**src/logic/mcuBusPkg.sv**
```systemverilog
/*
 * MCU bus package
 * Widths, CSR address map, bank count and bank busy time shared by
 * the processor CSR, the bus fabric and the peripheral banks
 */
`default_nettype none

package mcuBusPkg;

	// ----------------------------------------------------------------------
	// Widths and counts
	// ----------------------------------------------------------------------
	localparam int dataWidth      = 32;
	localparam int busAdrsWidth   = 16;
	localparam int csrAdrsWidth   = 8;
	// Also the width of the ready vector
	localparam int busBlockCount  = 4;
	// Block index sits at bus address bits 9:8
	localparam int blockSelLsb    = 8;
	localparam int blockSelWidth  = $clog2(busBlockCount);
	// Word index sits at bus address bits 5:2
	localparam int regIdxLsb      = 2;
	localparam int regIndexWidth  = 4;
	// Bank stays busy this long after an accepted write
	localparam int bankBusyCycles = 3;
	localparam int bankCntWidth   = $clog2(bankBusyCycles);

	// ----------------------------------------------------------------------
	// Types
	// ----------------------------------------------------------------------
	typedef logic [dataWidth-1:0]     dataWord;
	typedef logic [busAdrsWidth-1:0]  busAdrs;
	typedef logic [csrAdrsWidth-1:0]  csrAdrs;
	typedef logic [busBlockCount-1:0] readyVec;

	typedef enum logic {
		bankIdle = 1'b0,
		bankBusy = 1'b1
	} bankState;

	// CSR map seen by the processor
	localparam csrAdrs csrBusWdAdrs   = 8'h00;
	localparam csrAdrs csrBusAdrsAdrs = 8'h04;
	localparam csrAdrs csrBusWEdAdrs  = 8'h08;
	localparam csrAdrs csrBusRdAdrs   = 8'h0C;
	localparam csrAdrs csrBusREdAdrs  = 8'h10;

endpackage

`default_nettype wire
```
**src/logic/mcuBusSubsystem.sv**
```systemverilog
/*
 * MCU bus subsystem top
 * Processor CSR mastering a bus fabric with four peripheral banks
 */
`default_nettype none

module mcuBusSubsystem (
	input  wire                iSysClk,
	input  wire                rstN,
	input  mcuBusPkg::csrAdrs  adrs,
	input  mcuBusPkg::dataWord wd,
	input  wire                cke,
	output mcuBusPkg::dataWord rd
);

	// CSR to fabric
	mcuBusPkg::dataWord busWd;
	mcuBusPkg::busAdrs  busAdrs;
	logic               busWEd;
	// Fabric and banks back to CSR
	mcuBusPkg::dataWord busRd;
	mcuBusPkg::readyVec busREd;
	// Fabric to banks
	mcuBusPkg::readyVec                  bankWe;
	logic [mcuBusPkg::regIndexWidth-1:0] regIdx;
	mcuBusPkg::dataWord                  bankRd [mcuBusPkg::busBlockCount];

	microControllerCsr u_csr (
		.iSysClk (iSysClk),
		.rstN    (rstN),
		.adrs    (adrs),
		.wd      (wd),
		.cke     (cke),
		.rd      (rd),
		.busWd   (busWd),
		.busAdrs (busAdrs),
		.busWEd  (busWEd),
		.busRd   (busRd),
		.busREd  (busREd)
	);

	busFabric u_fabric (
		.busAdrs (busAdrs),
		.busWEd  (busWEd),
		.bankWe  (bankWe),
		.regIdx  (regIdx),
		.bankRd  (bankRd),
		.busRd   (busRd)
	);

	// ----------------------------------------------------------------------
	// Peripheral banks, shared index and write data
	// ----------------------------------------------------------------------
	for (genvar g = 0; g < mcuBusPkg::busBlockCount; g++)
	begin : gBank
		peripheralRegBank u_bank (
			.iSysClk (iSysClk),
			.rstN    (rstN),
			.we      (bankWe[g]),
			.regIdx  (regIdx),
			.wd      (busWd),
			.rdData  (bankRd[g]),
			.ready   (busREd[g])
		);
	end

endmodule

`default_nettype wire

```
**src/logic/peripheralRegBank.sv**
```systemverilog
/*
 * Peripheral register bank
 * Sixteen data words with a registered read port. An accepted write
 * holds the bank busy for a fixed time; writes while busy are dropped.
 */
`default_nettype none

module peripheralRegBank (
	input  wire                                iSysClk,
	input  wire                                rstN,
	input  wire                                we,
	input  wire [mcuBusPkg::regIndexWidth-1:0] regIdx,
	input  mcuBusPkg::dataWord                 wd,
	output mcuBusPkg::dataWord                 rdData,
	output logic                               ready
);

	localparam int wordCount = 2 ** mcuBusPkg::regIndexWidth;

	// Register file
	mcuBusPkg::dataWord regFile [wordCount];

	// Busy tracking
	mcuBusPkg::bankState state;
	logic [mcuBusPkg::bankCntWidth-1:0] busyCnt;
	logic accept;

	// Write only lands while idle
	assign accept = we && (state == mcuBusPkg::bankIdle);

	// ----------------------------------------------------------------------
	// Busy FSM
	// ----------------------------------------------------------------------
	always_ff @(posedge iSysClk or negedge rstN)
	begin
		if (!rstN)
		begin
			state   <= mcuBusPkg::bankIdle;
			busyCnt <= '0;
		end
		else
		begin
			case (state)
				mcuBusPkg::bankIdle:
				begin
					if (accept)
					begin
						state   <= mcuBusPkg::bankBusy;
						// Counts down to zero over the busy window
						busyCnt <= mcuBusPkg::bankCntWidth'(mcuBusPkg::bankBusyCycles - 1);
					end
				end
				mcuBusPkg::bankBusy:
				begin
					if (busyCnt == '0)
						state <= mcuBusPkg::bankIdle;
					else
						busyCnt <= busyCnt - 1'b1;
				end
				default: state <= mcuBusPkg::bankIdle;
			endcase
		end
	end

	assign ready = (state == mcuBusPkg::bankIdle);

	// ----------------------------------------------------------------------
	// Storage and read port
	// ----------------------------------------------------------------------
	always_ff @(posedge iSysClk or negedge rstN)
	begin
		if (!rstN)
		begin
			for (int i = 0; i < wordCount; i++)
				regFile[i] <= '0;
			rdData <= '0;
		end
		else
		begin
			if (accept)
				regFile[regIdx] <= wd;
			// Same-cycle write shows the old word
			rdData <= regFile[regIdx];
		end
	end

	// Still busy in the last cycle of the window
	assert property (@(posedge iSysClk) disable iff (!rstN)
		$past(accept, mcuBusPkg::bankBusyCycles) |-> !ready)
		else $error("bank ready returned before the busy window ended");

	// Ready again right after the window
	assert property (@(posedge iSysClk) disable iff (!rstN)
		$past(accept, mcuBusPkg::bankBusyCycles + 1) |-> ready)
		else $error("bank still busy after the busy window");

endmodule

`default_nettype wire

```
**src/logic/busFabric.sv**
```systemverilog
/*
 * Bus fabric
 * Decodes the block index of the bus address, steers the write
 * enable to a single bank and returns that bank's read word
 */
`default_nettype none

module busFabric (
	input  mcuBusPkg::busAdrs                 busAdrs,
	input  wire                               busWEd,
	output mcuBusPkg::readyVec                bankWe,
	output logic [mcuBusPkg::regIndexWidth-1:0] regIdx,
	input  mcuBusPkg::dataWord                bankRd [mcuBusPkg::busBlockCount],
	output mcuBusPkg::dataWord                busRd
);

	// Addressed bank
	logic [mcuBusPkg::blockSelWidth-1:0] blockIdx;

	// ----------------------------------------------------------------------
	// Address slicing
	// ----------------------------------------------------------------------
	assign blockIdx = busAdrs[mcuBusPkg::blockSelLsb +: mcuBusPkg::blockSelWidth];
	// Word index sits above the byte offset
	assign regIdx   = busAdrs[mcuBusPkg::regIdxLsb +: mcuBusPkg::regIndexWidth];

	// ----------------------------------------------------------------------
	// Write strobe decode
	// ----------------------------------------------------------------------
	always_comb
	begin
		bankWe = '0;
		for (int i = 0; i < mcuBusPkg::busBlockCount; i++)
		begin
			// Only the addressed bank sees the enable
			if (blockIdx == i[mcuBusPkg::blockSelWidth-1:0])
				bankWe[i] = busWEd;
		end
	end

	// ----------------------------------------------------------------------
	// Read data return
	// ----------------------------------------------------------------------
	// Registered word of the addressed bank
	assign busRd = bankRd[blockIdx];

endmodule

`default_nettype wire

```
**src/logic/microControllerCsr.sv**
```systemverilog
/*
 * Processor CSR block and bus master
 * Manual registers are loaded by the processor strobe and drive the bus.
 * Auto registers capture the bus read word and ready flags each cycle.
 * The bus write enable is a single-cycle pulse.
 */
`default_nettype none

module microControllerCsr (
	input  wire                   iSysClk,
	input  wire                   rstN,
	// Processor port
	input  mcuBusPkg::csrAdrs     adrs,
	input  mcuBusPkg::dataWord    wd,
	input  wire                   cke,
	output mcuBusPkg::dataWord    rd,
	// Bus master side
	output mcuBusPkg::dataWord    busWd,
	output mcuBusPkg::busAdrs     busAdrs,
	output logic                  busWEd,
	// Bus return side
	input  mcuBusPkg::dataWord    busRd,
	input  mcuBusPkg::readyVec    busREd
);

	// Auto registers
	mcuBusPkg::dataWord autoRd;
	mcuBusPkg::readyVec autoReady;

	// Strobe hits per manual register
	logic hitWd;
	logic hitAdrs;
	logic hitWEd;

	assign hitWd   = cke && (adrs == mcuBusPkg::csrBusWdAdrs);
	assign hitAdrs = cke && (adrs == mcuBusPkg::csrBusAdrsAdrs);
	assign hitWEd  = cke && (adrs == mcuBusPkg::csrBusWEdAdrs);

	// ----------------------------------------------------------------------
	// Manual registers
	// ----------------------------------------------------------------------
	always_ff @(posedge iSysClk or negedge rstN)
	begin
		if (!rstN)
		begin
			busWd   <= '0;
			busAdrs <= '0;
			busWEd  <= 1'b0;
		end
		else
		begin
			if (hitWd)
				busWd <= wd;
			// Upper bits of wd beyond the bus address are dropped
			if (hitAdrs)
				busAdrs <= wd[mcuBusPkg::busAdrsWidth-1:0];
			// Pulse for one cycle, then back to zero
			busWEd <= hitWEd ? wd[0] : 1'b0;
		end
	end

	// ----------------------------------------------------------------------
	// Auto registers
	// ----------------------------------------------------------------------
	always_ff @(posedge iSysClk or negedge rstN)
	begin
		if (!rstN)
		begin
			autoRd    <= '0;
			autoReady <= '0;
		end
		else
		begin
			// Sampled every cycle, no enable
			autoRd    <= busRd;
			autoReady <= busREd;
		end
	end

	// ----------------------------------------------------------------------
	// Registered read mux
	// ----------------------------------------------------------------------
	always_ff @(posedge iSysClk or negedge rstN)
	begin
		if (!rstN)
			rd <= '0;
		else
		begin
			case (adrs)
				mcuBusPkg::csrBusWdAdrs:   rd <= busWd;
				mcuBusPkg::csrBusAdrsAdrs: rd <= mcuBusPkg::dataWord'(busAdrs);
				mcuBusPkg::csrBusWEdAdrs:  rd <= mcuBusPkg::dataWord'(busWEd);
				mcuBusPkg::csrBusRdAdrs:   rd <= autoRd;
				mcuBusPkg::csrBusREdAdrs:  rd <= mcuBusPkg::dataWord'(autoReady);
				// Unmapped, hold last value
				default:                   rd <= rd;
			endcase
		end
	end

	// Processor must not issue back-to-back enable writes
	assert property (@(posedge iSysClk) disable iff (!rstN) busWEd |=> !busWEd)
		else $error("busWEd high in two consecutive cycles");

endmodule

`default_nettype wire

```
**config.mk**
```make
export PLATFORM = sky130hd
export DESIGN_NAME = mcuBusSubsystem
export DESIGN_NICKNAME = d
export VERILOG_FILES = /design/src/logic/mcuBusPkg.sv /design/src/logic/mcuBusSubsystem.sv /design/src/logic/peripheralRegBank.sv /design/src/logic/busFabric.sv /design/src/logic/microControllerCsr.sv
export SDC_FILE = /design/constraint.sdc
export NUM_CORES = 2
export LEC_CHECK = 0
export BUFFER_PORTS_ARGS = -buffer_cell sky130_fd_sc_hd__buf_4
export CAP_MARGIN = 20
export CORE_MARGIN = 2
export CORE_UTILIZATION = 45
export CTS_CLUSTER_SIZE = 14
export DETAILED_ROUTE_END_ITERATION = 8
export PLACE_DENSITY = 0.68
export SYNTH_ARGS = -nofsm -noshare
export SYNTH_HDL_FRONTEND = slang
export SYNTH_SLANG_ARGS = --single-unit
```
**constraint.sdc**
```tcl
create_clock -name iSysClk -period 1.9 [get_ports iSysClk]
set_input_delay 0.095 -clock iSysClk [delete_from_list [all_inputs] [get_ports iSysClk]]
set_output_delay 0.095 -clock iSysClk [all_outputs]
set_load 0.1 [all_outputs]
```
==> results.tsv <==
metric	value	unit
status	finished with violations	
failing checks	negative setup slack	
reg2reg path depth	7	
Hold EP	u_csr.busAdrs[6]	
Clk pin slew, worst setup/hold paths	0.06	ns
reg2reg setup slack	-0.25	ns
Clock Skew	0.03455	ns
FF-to-FF Start	u_csr.busAdrs[2]	
DRC	0	
Final Core Density	54.95	%
PwrDens	845.1	nW/um2
die area	227100	um2
filler instances	17190	
num ports	75	
Slew Limit Fails	0	
Num CTS Buffers	232	
Mapped Cells	6235	
hold wc startpoint	adrs[6]	
Initial Util	45.25	%
layout cell share with drive strength beyond 1	57.10	%
Hold Path Class	in -> reg	
endpoints failing setup	2012	
number of global-route vias before repair	62240	
Clock Path Buffers	3	
wire length of the first global-routing pass	425900	um
RSZ-0062 raised after global routing	true	
minimum clock period	2.153	ns
maxcap violations	0	
Final Net Count	6738	
Area growth syn-to-layout	21.45	%
post-route non-filler standard cell count	9874	
Pleak	58.74	nW
CTS tree	yes	
Final Power	103.1	mW
# placed instances	9206	
most frequent cells in the layout	2,266 x dfrtp_1, 1,932 x mux2_2, 544 x mux4_2	
Routed Antenna Nets	0	
Fmax	0.4644	GHz
worst path required time	2.63	ns
synthesized area per cell	16.12	um2
CORE AREA	222100	um2
H-tree depth	4	
Final Cycle Share	113.3	%
via count	58920	
clock latency on the worst-skew pair	0.88	ns
Synth Register Bits	2305	
worst-margin pin slew	1.043	ns
largest net degree at the start of global routing	105	
antenna violations before repair	24	
WL/cell	29.34	um
Post-Syn Nets	6282	
CTS sink count	2305	
first drt pass iteration count	7	
synthesized area	100500	um2
Iteration-0 DRC Markers	4786	
RR Endpoint	gBank[3].u_bank.rdData[15]	
ys async rst share	100.0	%
gpl congestion	0.8152	
CTS Root Cell	clkbuf_16	
synth unique cells	46	
vias per inst	5.967	
GRT Util Overall	25.18	%
Startpoint Class	flop	
Setup crit end kind	flop	
Ys Warns	0	
grt total ovfl	0	
register area share after synthesis	57.40	%
Critical Path AT	2.88	ns
Post-synth EDFFs	0	
total wire length	289700	um
die height	476.6	um
critical path class	reg -> reg	
Hold Vio Cnt, Final	0	
Max FO, Critical Path	8	
Post-synth top flop	dfrtp_1	
DP Wirelength	175500	um
worst setup margin	-0.2535	ns
Worst Hold Path Cells	7	
Die Width	476.6	um
row cnt	173	
buffers added on ports	74	
Max-slew headroom	30.49	%
commonest non-fill, non-tap cell in the layout	dfrtp_1	
Max IR drop VDD	0.9608	mV
-- metrics by stage --
stage	TNS, ns	hold WS (ns)	area [um2]	setup WS, ns
2_1_floorplan	0	-0.2006	100500	0.004332
6_report	-206.31	0.03985	122000	-0.2535
4_1_cts	-147.78	0.0002479	120000	-0.2357
3_5_place_dp	-298.46	0.08159	109400	-0.3959
5_1_grt	-276.44	0.02814	122000	-0.2581
3_3_place_gp	-339.98	0.08630	109400	-0.7325
-- flip-flops by register name, indices dropped and copies added (netlist names) --
register / cells
gBank.u_bank.busyCnt: 8
u_csr.busAdrs: 16
gBank.u_bank.regFile: 2048
gBank.u_bank.state: 4
u_csr.rd: 32
u_csr.busWd: 32
u_csr.autoReady: 4
u_csr.busWEd: 1
gBank.u_bank.rdData: 128
u_csr.autoRd: 32
-- cell families (layout without fill, tap and decap cells) --
group	after synthesis	in the layout	synth area share [%]
mux	2668	2668	35.96
compound gates	326	326	2.313
flops	2305	2305	57.40
other cells	0	8	0
buf+inv	638	1294	2.884
fa+ha+maj	4	4	0.04980
simple gates	294	294	1.397
-- synthesized netlist by cell type (all sizes together), types with 7 or more instances --
cell type / n / area, um2
buf: 304 / 1644
nand2b: 9 / 56.30
nor2: 44 / 257.8
nor3: 7 / 40.04
clkbuf: 318 / 1194
nand3: 12 / 65.06
inv: 16 / 60.06
a22oi: 257 / 1929
dfrtp: 2305 / 57680
nand2: 200 / 750.7
mux2i: 27 / 270.3
o22ai: 16 / 100.1
mux2: 2097 / 23610
o21ai: 23 / 115.1
a21oi: 21 / 105.1
mux4: 544 / 12250
-- area by class of cell --
class,count,area [um2],share of cell area (%)
tap,2975,3722,3.050
inverter,16,60.06,0.04921
antenna,8,20.02,0.01640
timing repair buffer,844,11380,9.324
clock buffer,339,6810,5.580
sequential,2305,57740,47.31
clock inverter,95,1176,0.9637
multi-input combinational,3292,41140,33.71
-- power by group --
group	internal, mW	switching [mW]
Clock	27.7	20.0
Combinational	1.86	4.01
Sequential	49.3	0.304
Total	78.8	24.3
-- worst max path at each step --
stage,from,endpoint,slack (ns),cells past startpoint
final,u_csr.busAdrs[2],gBank[3].u_bank.rdData[15],-0.25,7
after global routing,u_csr.busAdrs[2],gBank[2].u_bank.regFile[81],-0.26,8
after CTS,u_csr.busAdrs[2],gBank[2].u_bank.rdData[27],-0.24,6
after detailed placement,u_csr.busAdrs[2],gBank[0].u_bank.regFile[345],-0.40,7
after global placement,u_csr.busAdrs[2],gBank[2].u_bank.regFile[478],-0.73,6
after floorplan,u_csr.busAdrs[2],gBank[3].u_bank.rdData[30],0.004,6
-- what timing repair did --
item / CTS / global route
hold buffers: 74 / 1
endpoints found under the hold margin: 2385 / 1
pin swaps: 18 / 35
setup endpoints to repair: 2069 / 2083
resized for setup: 168 / 209
setup buffers: 39 / 71
gates cloned: 27 / 18
-- critical path, stage by stage (launching register included) --
cell and delay (ns):
dfrtp_4 0.49, buf_12 0.16, buf_16 0.16, buf_16 0.16, buf_12 0.15, mux4_2 0.51
a22oi_2 0.24, nand2_1 0.11
-- layer usage --
layer | share of wire (%) | track usage [%]
met5 | 0.0045 | 0
met4 | 3.2 | 7.414
met3 | 6.7 | 4.718
met1 | 43 | 35.57
met2 | 47 | 39.86
(Power assumes the default switching activity.)
